<file path="config.mk">
export PLATFORM = sky130hd
export DESIGN_NAME = ex_stage
export DESIGN_NICKNAME = d
export VERILOG_FILES = /design/src/ex_rf_pkg.sv /design/src/ex_op_pkg.sv /design/src/ex_unit_if.sv /design/src/ex_alu.sv /design/src/ex_mult.sv /design/src/ex_writeback.sv /design/src/ex_stage.sv
export VERILOG_INCLUDE_DIRS = /design/src /design/src/src
export SDC_FILE = /design/constraint.sdc
export NUM_CORES = 2
export LEC_CHECK = 0
export BUFFER_PORTS_ARGS = -buffer_cell sky130_fd_sc_hd__buf_2
export CAP_MARGIN = 20
export CORE_UTILIZATION = 40
export CTS_CLUSTER_SIZE = 10
export DETAILED_ROUTE_END_ITERATION = 8
export PLACE_DENSITY = 0.58
export SLEW_MARGIN = 20
export SYNTH_ARGS = -nofsm -noshare
export SYNTH_HDL_FRONTEND = slang
export SYNTH_SLANG_ARGS = --single-unit
</file>
<file path="constraint.sdc">
create_clock -name clk -period 15.4 [get_ports clk]
set_input_delay 0.77 -clock clk [delete_from_list [all_inputs] [get_ports clk]]
set_output_delay 0.77 -clock clk [all_outputs]
set_load 0.02 [all_outputs]
</file>
<file path="src/ex_config.svh">
`ifndef EX_CONFIG_SVH
`define EX_CONFIG_SVH

// Data path width of the execute stage
`define EX_XLEN 32

// Register file write address width
// Covers the integer and the extended register space
`define EX_RF_AW 6

// Cycles a high-word multiply keeps the multiplier busy
// One partial product is accumulated per cycle
`define EX_MULH_CYCLES 4

// Operand width of one partial product
// Two halves make one data word
`define EX_PP_W 16

`endif

</file>
<file path="src/ex_rf_pkg.sv">
`include "ex_config.svh"

package ex_rf_pkg;

  // One data word as read from or written to the register file
  typedef logic [`EX_XLEN-1:0] word_t;

  // Double word, full width of a product
  typedef logic [2*`EX_XLEN-1:0] dword_t;

  // Register file write address
  // Upper bit selects the extended register space
  typedef logic [`EX_RF_AW-1:0] rf_addr_t;

endpackage

</file>
<file path="src/ex_op_pkg.sv">
package ex_op_pkg;

  // ALU operations
  // The six branch compares sit in the upper half of the code space
  typedef enum logic [3:0] {
    ALU_ADD  = 4'd0,
    ALU_SUB  = 4'd1,
    ALU_AND  = 4'd2,
    ALU_OR   = 4'd3,
    ALU_XOR  = 4'd4,
    ALU_SLL  = 4'd5,
    ALU_SRL  = 4'd6,
    ALU_SRA  = 4'd7,
    ALU_SLT  = 4'd8,
    ALU_SLTU = 4'd9,
    ALU_EQ   = 4'd10,
    ALU_NE   = 4'd11,
    ALU_LT   = 4'd12,
    ALU_GE   = 4'd13,
    ALU_LTU  = 4'd14,
    ALU_GEU  = 4'd15
  } alu_op_e;

  // Multiplier operations
  // MUL returns the low word, the others the high word
  typedef enum logic [1:0] {
    MUL_MUL    = 2'd0,
    MUL_MULH   = 2'd1,
    MUL_MULHSU = 2'd2,
    MUL_MULHU  = 2'd3
  } mul_op_e;

  // Branch compare opcodes drive the comparison output
  function automatic logic alu_is_cmp(alu_op_e op);
    return op inside {ALU_EQ, ALU_NE, ALU_LT, ALU_GE, ALU_LTU, ALU_GEU};
  endfunction

  // High-word variants take the iterative path
  function automatic logic mul_is_high(mul_op_e op);
    return op != MUL_MUL;
  endfunction

endpackage

</file>
<file path="src/ex_unit_if.sv">
`timescale 1ns/100ps

// Request and result bundle between the execute stage and one functional unit
// The opcode type differs per unit, the data words are shared
interface ex_unit_if
  import ex_rf_pkg::*;
#(
  parameter type op_t = logic [3:0]
);

  // Request is a level, held by decode while the instruction sits in EX
  logic  enable;
  op_t   operator;
  word_t operand_a;
  word_t operand_b;

  // Result of the unit
  // Single-cycle units answer in the same cycle
  // Multicycle units qualify it with their own ready level
  word_t result;

  // Stage side issues the request and picks up the result
  modport stage (
    output enable,
    output operator,
    output operand_a,
    output operand_b,
    input  result
  );

  // Unit side consumes the request
  modport unit (
    input  enable,
    input  operator,
    input  operand_a,
    input  operand_b,
    output result
  );

endinterface

</file>
<file path="src/ex_alu.sv">
`timescale 1ns/100ps

`include "ex_config.svh"

module ex_alu
  import ex_rf_pkg::*;
  import ex_op_pkg::*;
(
  input  logic clk,
  input  logic rst_n,

  ex_unit_if.unit bus,

  // Branch decision towards fetch
  output logic cmp_o
);

  localparam int XW  = `EX_XLEN;
  localparam int SHW = $clog2(`EX_XLEN);

  logic           eq;
  logic           lt_s;
  logic           lt_u;
  logic [SHW-1:0] shamt;
  word_t          alu_res;

  ////////////////////////////////////////////////////////////////////////////
  // Comparisons
  ////////////////////////////////////////////////////////////////////////////

  // Shared by set-less-than and the branch compares
  assign eq   = (bus.operand_a == bus.operand_b);
  assign lt_s = ($signed(bus.operand_a) < $signed(bus.operand_b));
  assign lt_u = (bus.operand_a < bus.operand_b);

  always_comb begin
    case (bus.operator)
      ALU_EQ:  cmp_o = eq;
      ALU_NE:  cmp_o = ~eq;
      ALU_LT:  cmp_o = lt_s;
      ALU_GE:  cmp_o = ~lt_s;
      ALU_LTU: cmp_o = lt_u;
      ALU_GEU: cmp_o = ~lt_u;
      // Not a branch, never taken
      default: cmp_o = 1'b0;
    endcase
  end

  ////////////////////////////////////////////////////////////////////////////
  // Result
  ////////////////////////////////////////////////////////////////////////////

  // Only the low bits of operand b count for shifts
  assign shamt = bus.operand_b[SHW-1:0];

  always_comb begin
    case (bus.operator)
      ALU_ADD:  alu_res = bus.operand_a + bus.operand_b;
      ALU_SUB:  alu_res = bus.operand_a - bus.operand_b;
      ALU_AND:  alu_res = bus.operand_a & bus.operand_b;
      ALU_OR:   alu_res = bus.operand_a | bus.operand_b;
      ALU_XOR:  alu_res = bus.operand_a ^ bus.operand_b;
      ALU_SLL:  alu_res = bus.operand_a << shamt;
      ALU_SRL:  alu_res = bus.operand_a >> shamt;
      // Arithmetic shift keeps the sign
      ALU_SRA:  alu_res = word_t'($signed(bus.operand_a) >>> shamt);
      ALU_SLT:  alu_res = {{(XW-1){1'b0}}, lt_s};
      ALU_SLTU: alu_res = {{(XW-1){1'b0}}, lt_u};
      // Branch compares return the decision zero-extended
      default:  alu_res = {{(XW-1){1'b0}}, cmp_o};
    endcase
  end

  assign bus.result = alu_res;

  ////////////////////////////////////////////////////////////////////////////
  // Checks
  ////////////////////////////////////////////////////////////////////////////

  // Decode must hand over a known opcode with every request
  a_op_known : assert property (
    @(posedge clk) disable iff (!rst_n)
    bus.enable |-> !$isunknown(bus.operator)
  );

  // A compare writes back a single flag, upper bits stay clear
  a_cmp_flag : assert property (
    @(posedge clk) disable iff (!rst_n)
    (bus.enable && alu_is_cmp(bus.operator)) |-> (bus.result[XW-1:1] == '0)
  );

endmodule

</file>
<file path="src/ex_mult.sv">
`timescale 1ns/100ps

`include "ex_config.svh"

module ex_mult
  import ex_rf_pkg::*;
  import ex_op_pkg::*;
(
  input  logic clk,
  input  logic rst_n,

  ex_unit_if.unit bus,

  // Stage accepts the result
  input  logic ex_ready_i,

  output logic ready_o,
  output logic multicycle_o
);

  localparam int XW    = `EX_XLEN;
  localparam int HW    = `EX_PP_W;
  localparam int CNT_W = $clog2(`EX_MULH_CYCLES);
  localparam logic [CNT_W-1:0] LAST = CNT_W'(`EX_MULH_CYCLES - 1);

  typedef enum logic [1:0] {M_IDLE, M_STEP, M_HOLD} mult_state_e;

  mult_state_e           state_q;
  logic [CNT_W-1:0]      cnt_q;
  dword_t                acc_q;
  dword_t                acc_next;
  dword_t                pp_ext;
  logic                  sign_a;
  logic                  sign_b;
  logic signed [HW:0]    pp_a;
  logic signed [HW:0]    pp_b;
  logic signed [2*HW+1:0] pp;
  logic                  start;
  word_t                 prod_lo;

  ////////////////////////////////////////////////////////////////////////////
  // Partial products
  ////////////////////////////////////////////////////////////////////////////

  // Low word is the same for every signedness
  assign prod_lo = bus.operand_a * bus.operand_b;

  always_comb begin
    sign_a = (bus.operator == MUL_MULH) || (bus.operator == MUL_MULHSU);
    sign_b = (bus.operator == MUL_MULH);
    // Upper halves carry the sign, lower halves are always unsigned
    pp_a = cnt_q[1] ? {sign_a & bus.operand_a[XW-1], bus.operand_a[XW-1:HW]}
                    : {1'b0, bus.operand_a[HW-1:0]};
    pp_b = cnt_q[0] ? {sign_b & bus.operand_b[XW-1], bus.operand_b[XW-1:HW]}
                    : {1'b0, bus.operand_b[HW-1:0]};
    pp   = pp_a * pp_b;
    // Sign-extend to the product width and align by the half positions
    pp_ext = {{(2*XW-2*HW-2){pp[2*HW+1]}}, pp} << (HW * (cnt_q[0] + cnt_q[1]));
    // Idle starts a fresh sum, hold adds nothing
    acc_next = (state_q == M_IDLE) ? pp_ext
             : (state_q == M_HOLD) ? acc_q
             : acc_q + pp_ext;
  end

  assign start = bus.enable && mul_is_high(bus.operator);

  ////////////////////////////////////////////////////////////////////////////
  // High-word FSM
  ////////////////////////////////////////////////////////////////////////////

  always_ff @(posedge clk or negedge rst_n) begin
    if (!rst_n) begin
      state_q <= M_IDLE;
      cnt_q   <= '0;
    end else begin
      case (state_q)
        M_IDLE: begin
          if (start) begin
            state_q <= M_STEP;
            cnt_q   <= cnt_q + 1'b1;
          end
        end
        M_STEP: begin
          if (cnt_q != LAST) begin
            cnt_q <= cnt_q + 1'b1;
          end else begin
            cnt_q   <= '0;
            // Keep the finished word if the stage stalls
            state_q <= ex_ready_i ? M_IDLE : M_HOLD;
          end
        end
        default: begin
          if (ex_ready_i) begin
            state_q <= M_IDLE;
          end
        end
      endcase
    end
  end

  // Running sum, meaningful only while a high-word multiply is in flight
  always_ff @(posedge clk) begin
    if (start || (state_q != M_IDLE)) begin
      acc_q <= acc_next;
    end
  end

  // Last step or holding
  assign multicycle_o = ((state_q == M_STEP) && (cnt_q == LAST)) || (state_q == M_HOLD);

  // Low at the first cycle of a high-word request, then until the last step
  assign ready_o = (state_q == M_IDLE) ? !start : multicycle_o;

  assign bus.result = (bus.operator == MUL_MUL) ? prod_lo : acc_next[2*XW-1:XW];

  ////////////////////////////////////////////////////////////////////////////
  // Checks
  ////////////////////////////////////////////////////////////////////////////

  a_ready_returns : assert property (
    @(posedge clk) disable iff (!rst_n)
    !ready_o |-> ##[1:`EX_MULH_CYCLES] ready_o
  );

  // Partial products are taken from the live opcode
  a_op_stable : assert property (
    @(posedge clk) disable iff (!rst_n)
    (state_q != M_IDLE) |-> $stable(bus.operator)
  );

endmodule

</file>
<file path="src/ex_writeback.sv">
`timescale 1ns/100ps

module ex_writeback
  import ex_rf_pkg::*;
(
  input  logic     clk,
  input  logic     rst_n,

  // Result sources of the ALU write port
  input  logic     alu_en_i,
  input  logic     mult_en_i,
  input  logic     csr_access_i,
  input  word_t    alu_result_i,
  input  word_t    mult_result_i,
  input  word_t    csr_rdata_i,
  input  logic     regfile_alu_we_i,
  input  rf_addr_t regfile_alu_waddr_i,

  // Forwarding towards ID and the register file
  output logic     regfile_alu_we_fw_o,
  output rf_addr_t regfile_alu_waddr_fw_o,
  output word_t    regfile_alu_wdata_fw_o,

  // LSU write port into WB
  input  logic     ex_valid_i,
  input  logic     wb_ready_i,
  input  logic     regfile_we_i,
  input  logic     lsu_err_i,
  input  rf_addr_t regfile_waddr_i,
  input  word_t    lsu_rdata_i,

  output logic     regfile_we_wb_o,
  output rf_addr_t regfile_waddr_wb_o,
  output word_t    regfile_wdata_wb_o
);

  ////////////////////////////////////////////////////////////////////////////
  // ALU write port mux
  ////////////////////////////////////////////////////////////////////////////

  // Decode owns enable and address
  assign regfile_alu_we_fw_o    = regfile_alu_we_i;
  assign regfile_alu_waddr_fw_o = regfile_alu_waddr_i;

  // CSR read wins over multiplier, multiplier over ALU
  always_comb begin
    if (csr_access_i) begin
      regfile_alu_wdata_fw_o = csr_rdata_i;
    end else if (mult_en_i) begin
      regfile_alu_wdata_fw_o = mult_result_i;
    end else if (alu_en_i) begin
      regfile_alu_wdata_fw_o = alu_result_i;
    end else begin
      regfile_alu_wdata_fw_o = '0;
    end
  end

  ////////////////////////////////////////////////////////////////////////////
  // EX/WB pipeline register
  ////////////////////////////////////////////////////////////////////////////

  always_ff @(posedge clk or negedge rst_n) begin
    if (!rst_n) begin
      regfile_we_wb_o <= 1'b0;
    end else if (ex_valid_i) begin
      // Faulting load must not reach the register file
      regfile_we_wb_o <= regfile_we_i & ~lsu_err_i;
    end else if (wb_ready_i) begin
      // WB drains with nothing new behind it
      regfile_we_wb_o <= 1'b0;
    end
  end

  always_ff @(posedge clk) begin
    if (ex_valid_i) begin
      regfile_waddr_wb_o <= regfile_waddr_i;
    end
  end

  // Load data arrives in WB directly from the LSU
  assign regfile_wdata_wb_o = lsu_rdata_i;

  ////////////////////////////////////////////////////////////////////////////
  // Checks
  ////////////////////////////////////////////////////////////////////////////

  a_we_known : assert property (
    @(posedge clk) disable iff (!rst_n)
    !$isunknown(regfile_we_wb_o)
  );

endmodule

</file>
<file path="src/ex_stage.sv">
`timescale 1ns/100ps

module ex_stage
  import ex_rf_pkg::*;
  import ex_op_pkg::*;
(
  input  logic     clk,
  input  logic     rst_n,

  // ALU request from ID
  input  alu_op_e  alu_operator_i,
  input  word_t    alu_operand_a_i,
  input  word_t    alu_operand_b_i,
  input  word_t    alu_operand_c_i,
  input  logic     alu_en_i,

  // Multiplier request from ID
  input  mul_op_e  mult_operator_i,
  input  word_t    mult_operand_a_i,
  input  word_t    mult_operand_b_i,
  input  logic     mult_en_i,
  output logic     mult_multicycle_o,

  // CSR and LSU
  input  logic     csr_access_i,
  input  word_t    csr_rdata_i,
  input  logic     lsu_en_i,
  input  word_t    lsu_rdata_i,
  input  logic     lsu_ready_ex_i,
  input  logic     lsu_err_i,

  // Register writes from decode
  input  logic     regfile_alu_we_i,
  input  rf_addr_t regfile_alu_waddr_i,
  input  logic     regfile_we_i,
  input  rf_addr_t regfile_waddr_i,

  input  logic     branch_in_ex_i,
  input  logic     wb_ready_i,

  // Forwarding port
  output logic     regfile_alu_we_fw_o,
  output rf_addr_t regfile_alu_waddr_fw_o,
  output word_t    regfile_alu_wdata_fw_o,

  // LSU write-back port
  output logic     regfile_we_wb_o,
  output rf_addr_t regfile_waddr_wb_o,
  output word_t    regfile_wdata_wb_o,

  // To IF
  output word_t    jump_target_o,
  output logic     branch_decision_o,

  output logic     ex_ready_o,
  output logic     ex_valid_o
);

  logic alu_cmp;
  logic mult_ready;

  ex_unit_if #(.op_t(alu_op_e)) alu_bus ();
  ex_unit_if #(.op_t(mul_op_e)) mul_bus ();

  ////////////////////////////////////////////////////////////////////////////
  // Functional units
  ////////////////////////////////////////////////////////////////////////////

  assign alu_bus.enable    = alu_en_i;
  assign alu_bus.operator  = alu_operator_i;
  assign alu_bus.operand_a = alu_operand_a_i;
  assign alu_bus.operand_b = alu_operand_b_i;

  assign mul_bus.enable    = mult_en_i;
  assign mul_bus.operator  = mult_operator_i;
  assign mul_bus.operand_a = mult_operand_a_i;
  assign mul_bus.operand_b = mult_operand_b_i;

  ex_alu alu_i (
    .clk   (clk),
    .rst_n (rst_n),
    .bus   (alu_bus.unit),
    .cmp_o (alu_cmp)
  );

  ex_mult mult_i (
    .clk          (clk),
    .rst_n        (rst_n),
    .bus          (mul_bus.unit),
    .ex_ready_i   (ex_ready_o),
    .ready_o      (mult_ready),
    .multicycle_o (mult_multicycle_o)
  );

  ex_writeback wb_i (
    .clk                    (clk),
    .rst_n                  (rst_n),
    .alu_en_i               (alu_en_i),
    .mult_en_i              (mult_en_i),
    .csr_access_i           (csr_access_i),
    .alu_result_i           (alu_bus.result),
    .mult_result_i          (mul_bus.result),
    .csr_rdata_i            (csr_rdata_i),
    .regfile_alu_we_i       (regfile_alu_we_i),
    .regfile_alu_waddr_i    (regfile_alu_waddr_i),
    .regfile_alu_we_fw_o    (regfile_alu_we_fw_o),
    .regfile_alu_waddr_fw_o (regfile_alu_waddr_fw_o),
    .regfile_alu_wdata_fw_o (regfile_alu_wdata_fw_o),
    .ex_valid_i             (ex_valid_o),
    .wb_ready_i             (wb_ready_i),
    .regfile_we_i           (regfile_we_i),
    .lsu_err_i              (lsu_err_i),
    .regfile_waddr_i        (regfile_waddr_i),
    .lsu_rdata_i            (lsu_rdata_i),
    .regfile_we_wb_o        (regfile_we_wb_o),
    .regfile_waddr_wb_o     (regfile_waddr_wb_o),
    .regfile_wdata_wb_o     (regfile_wdata_wb_o)
  );

  ////////////////////////////////////////////////////////////////////////////
  // Branch and stall control
  ////////////////////////////////////////////////////////////////////////////

  // Target is computed in ID, only the decision comes from EX
  assign jump_target_o     = alu_operand_c_i;
  assign branch_decision_o = alu_cmp;

  // Branches complete here without WB, so they bypass the stall
  assign ex_ready_o = (mult_ready & lsu_ready_ex_i & wb_ready_i) | branch_in_ex_i;

  // Valid does not look at ready, avoids a loop through ID
  assign ex_valid_o = (alu_en_i | mult_en_i | csr_access_i | lsu_en_i)
                    & (mult_ready & lsu_ready_ex_i & wb_ready_i);

endmodule

</file>
==> impl_metrics.xml <==
<?xml version="1.0" encoding="UTF-8"?>
<metrics>
  <group name="logic_synthesis">
    <metric name="synth_top_flop_cell" unit="">sky130_fd_sc_hd__edfxtp_1</metric>
    <metric name="synth_edf_count" unit="">70</metric>
    <metric name="synth_compound_area_share" unit="%">14.9</metric>
    <metric name="synth_seq_area_share" unit="%">4.95</metric>
    <metric name="yosys_warnings" unit="">0</metric>
    <metric name="post_synth_inst_count" unit="">5584</metric>
    <metric name="syn_avg_cell_area" unit="um2">8.06</metric>
    <metric name="synth.net_count" unit="">6916</metric>
    <metric name="synthArstFlopShare" unit="%">6.67</metric>
    <metric name="postSynthRegisterBits" unit="">75</metric>
    <metric name="post_synth_instance_area" unit="um2">45000</metric>
    <metric name="synth-xor-area-share" unit="%">3.95</metric>
    <metric name="synth.area.mux_share" unit="%">5.95</metric>
    <metric name="yosys.area_share.adder" unit="%">41.8</metric>
    <metric name="yosysUniqueCellTypes" unit="">105</metric>
    <metric name="synth_simple_gate_area_share" unit="%">16.5</metric>
    <metric name="largest_family_of_logic_cells_by_synthesized_area" unit="">adder cells</metric>
  </group>
  <group name="layout">
    <metric name="final_nets" unit="">6854</metric>
    <metric name="fillerInstances" unit="">11500</metric>
    <metric name="instances_no_fill" unit="">7023</metric>
    <metric name="flow.area_growth_from_synthesis" unit="%">4.76</metric>
    <metric name="final_layout_size_suffix_gt1_share" unit="%">8.47</metric>
    <metric name="postLayoutCellArea" unit="um2">47100</metric>
  </group>
  <group name="critical_path">
    <metric name="cpMaxStageDelayCell" unit="">sky130_fd_sc_hd__mux2i_1</metric>
    <metric name="worstPathRequired" unit="ns">14.63</metric>
    <metric name="critPathMaxFanout" unit="">20</metric>
    <metric name="worst-endpoint-arrival" unit="ns">12.29</metric>
    <metric name="path_class" unit="">reg2out</metric>
    <metric name="cp_common_cell" unit="">sky130_fd_sc_hd__fa_1</metric>
    <metric name="startpoint_type" unit="">flop</metric>
    <metric name="cp_slowest_stage_delay" unit="ns">0.87</metric>
    <metric name="critPathCaptureType" unit="">output pin</metric>
  </group>
  <group name="clocking">
    <metric name="clock_latency" unit="ns">0.38</metric>
    <metric name="cts.hold.buffers_added" unit="">0</metric>
    <metric name="cts_sinks" unit="">75</metric>
    <metric name="cts_repair_resize_count" unit="">0</metric>
    <metric name="cts-root-buf" unit="">sky130_fd_sc_hd__clkbuf_16</metric>
    <metric name="clock_tree.buffer_depth" unit="">2</metric>
    <metric name="tritoncts_clock_tree" unit="">yes</metric>
    <metric name="postCtsSetupRepairBufs" unit="">0</metric>
    <metric name="number_of_buffers_inserted_during_clock_tree_synthesis" unit="">9</metric>
    <metric name="htree_num_levels" unit="">3</metric>
    <metric name="clkSlewWorstSetupHoldPaths" unit="ns">0.07</metric>
  </group>
  <group name="run">
    <metric name="max_cap_viol_count" unit="">0</metric>
  </group>
  <group name="global_route">
    <metric name="global_route_wire_length_before_repair" unit="um">250000</metric>
    <metric name="grt_overflow_total" unit="">0</metric>
    <metric name="grt_start_max_net_pins" unit="">65</metric>
    <metric name="grt_pass1_vias" unit="">40200</metric>
    <metric name="grt_antenna_before_repair" unit="">22</metric>
    <metric name="grt_usage" unit="%">29.0</metric>
  </group>
  <group name="min_path">
    <metric name="min-delay-path-class" unit="">in2async</metric>
  </group>
  <group name="sta">
    <metric name="tightest_slew" unit="ns">1.17</metric>
    <metric name="final_slew_viol_count" unit="">0</metric>
    <metric name="post-route-min-period" unit="ns">13.06</metric>
    <metric name="finalSetupTns" unit="ns">0</metric>
    <metric name="fin_crit_sh" unit="%">84.8</metric>
    <metric name="timing.final.hold_violations" unit="">0</metric>
    <metric name="max_freq" unit="MHz">76.6</metric>
    <metric name="clock_skew" unit="ns">0.0289</metric>
    <metric name="grt_setup_unrepaired" unit="">no</metric>
    <metric name="final-setup-viol-count" unit="">0</metric>
    <metric name="slew_headroom" unit="%">19.4</metric>
  </group>
  <group name="route">
    <metric name="first_iter_violations" unit="">3504</metric>
    <metric name="drt-pass1-iter-count" unit="">8</metric>
    <metric name="detail-route-antenna-nets" unit="">0</metric>
    <metric name="num_vias" unit="">40200</metric>
    <metric name="wire_per_inst" unit="um">23.3</metric>
    <metric name="route.final.wire_length" unit="um">164000</metric>
    <metric name="remaining_drc_errors" unit="">0</metric>
    <metric name="routed_via_density" unit="">5.72</metric>
  </group>
  <group name="run_status">
    <metric name="run_status" unit="">complete, no violations</metric>
  </group>
  <group name="placed_design">
    <metric name="placed_cells_incl_taps" unit="">6999</metric>
    <metric name="postPlaceCellArea" unit="um2">46800</metric>
    <metric name="hpwlAfterDp" unit="um">134000</metric>
    <metric name="routabilityCongestion" unit="">0.967</metric>
    <metric name="port_buffers" unit="">225</metric>
  </group>
  <group name="die">
    <metric name="die_x" unit="um">337</metric>
    <metric name="core_area" unit="um2">111000</metric>
    <metric name="dieHeight" unit="um">337</metric>
    <metric name="fp.dieArea" unit="um2">114000</metric>
    <metric name="placementRows" unit="">122</metric>
    <metric name="boundaryPins" unit="">368</metric>
    <metric name="initial_core_util" unit="%">40.5</metric>
  </group>
</metrics>
registers in the layout, indices dropped and copies added (netlist names):
name                     count
wb_i.regfile_we_wb_o         1
mult_i.acc_q                64
wb_i.regfile_waddr_wb_o      6
mult_i.state_q               2
mult_i.cnt_q                 2
Yosys cell counts, types with 20 or more instances:
master,number,area [um2]
sky130_fd_sc_hd__a21o_1,75,563
sky130_fd_sc_hd__buf_4,75,563
sky130_fd_sc_hd__nor2_1,423,1590
sky130_fd_sc_hd__xor2_1,66,578
sky130_fd_sc_hd__nand2b_1,37,231
sky130_fd_sc_hd__mux2i_1,85,851
sky130_fd_sc_hd__o22ai_1,38,238
sky130_fd_sc_hd__o21ai_0,199,996
sky130_fd_sc_hd__nor3_1,63,315
sky130_fd_sc_hd__a31oi_1,44,275
sky130_fd_sc_hd__a211oi_1,41,308
sky130_fd_sc_hd__fa_1,707,14200
sky130_fd_sc_hd__mux2_2,42,473
sky130_fd_sc_hd__or3_1,27,169
sky130_fd_sc_hd__buf_2,24,120
sky130_fd_sc_hd__and2_1,164,1030
sky130_fd_sc_hd__ha_1,371,4640
sky130_fd_sc_hd__buf_1,31,116
sky130_fd_sc_hd__edfxtp_1,70,2100
sky130_fd_sc_hd__nand3_1,44,220
sky130_fd_sc_hd__o211ai_1,27,203
sky130_fd_sc_hd__xnor2_1,137,1200
sky130_fd_sc_hd__nand2_1,801,3010
sky130_fd_sc_hd__nand4_1,22,138
sky130_fd_sc_hd__inv_1,966,3630
sky130_fd_sc_hd__a221oi_1,20,175
sky130_fd_sc_hd__o21bai_1,32,240
sky130_fd_sc_hd__o21a_1,24,180
sky130_fd_sc_hd__mux4_2,56,1260
sky130_fd_sc_hd__a21oi_1,269,1350
sky130_fd_sc_hd__clkbuf_1,233,875
sky130_fd_sc_hd__nor2b_1,26,163
final timing paths:
kind	end	slack (ns)	start	cells past startpoint
max reg2reg	mult_i.acc_q[62]$_DFFE_PP_	3.76	mult_i.cnt_q[0]$_DFFE_PN0P_	33
min in group clk	wb_i.regfile_we_wb_o$_DFFE_PN0P_	0.53	wb_i.regfile_we_wb_o$_DFFE_PN0P_	2
max	regfile_alu_wdata_fw_o[29]	2.34	mult_i.cnt_q[0]$_DFFE_PN0P_	32
min	wb_i.regfile_we_wb_o$_DFFE_PN0P_	0.26	rst_n	1
min reg2reg	wb_i.regfile_we_wb_o$_DFFE_PN0P_	0.53	wb_i.regfile_we_wb_o$_DFFE_PN0P_	2
max in group asynchronous	mult_i.cnt_q[1]$_DFFE_PN0P_	14.93	rst_n	1
critical path, delay by kind of cell (launching register included):
kind	cells	cell delay, ns
AND/OR/NAND/NOR	4	1.24
multiplexers	1	0.87
flip-flops	1	0.67
XOR/XNOR	1	0.15
adder cells (fa/ha/maj)	8	4.26
AO/OA/AOI/OAI	16	4.07
buffers and inverters	2	0.63
through the flow:
stage	setup slack (ns)	utilization, %	hold WS [ns]
global route	1.86	42.4	0.264
floorplan	4.38	-	0.474
detailed placement	2.91	42.1	0.520
finish	2.34	42.4	0.260
global placement	2.85	42.1	0.511
CTS	2.50	42.4	0.257
logic make-up after synthesis:
family	Yosys count
compound gates	1015
xor+xnor	203
buf+inv	1339
simple gates	1687
flops	75
fa+ha+maj	1078
mux	187
cell type report:
type | count | area (um2) | share of cell area (%)
flip-flops and latches | 75 | 2230 | 4.73
inverters | 971 | 3640 | 7.73
clock inverters | 5 | 62.6 | 0.133
well taps | 1488 | 1860 | 3.95
clock buffers | 11 | 243 | 0.515
multi-input cells | 4170 | 37400 | 79.4
repair buffers | 295 | 1650 | 3.51
diodes | 8 | 20.0 | 0.0425
per-layer routing:
layer | vias to the layer above | part of all wire, % | track usage, %
met2 | 1972 | 44 | 44.3
met1 | 19900 | 44 | 41.3
met3 | 335 | 8.9 | 4.75
met4 | 12 | 3.9 | 9.87
met5 | - | 0.043 | 0
li1 | 17900 | - | -
cell usage in the layout (no fill, tap or decap), drive strengths merged, types with 18 or more instances in the layout:
cell / instances
ha: 371
nand2b: 37
nand4: 22
o21ai: 217
and3: 18
edfxtp: 70
a2111oi: 19
or3: 27
mux2i: 85
o21a: 24
nor2b: 26
xnor2: 137
nor4: 20
mux2: 43
nand2: 801
inv: 970
a22oi: 19
mux4: 59
and2: 165
nor2: 423
a21o: 76
a221oi: 20
o22ai: 39
o211ai: 30
a31oi: 44
a21oi: 276
a211oi: 44
fa: 707
buf: 295
nor3: 63
o21bai: 32
xor2: 66
nand3: 45
Power is not shown: default switching activity piles up to over one toggle a cycle in this logic, so the estimate is an artifact.
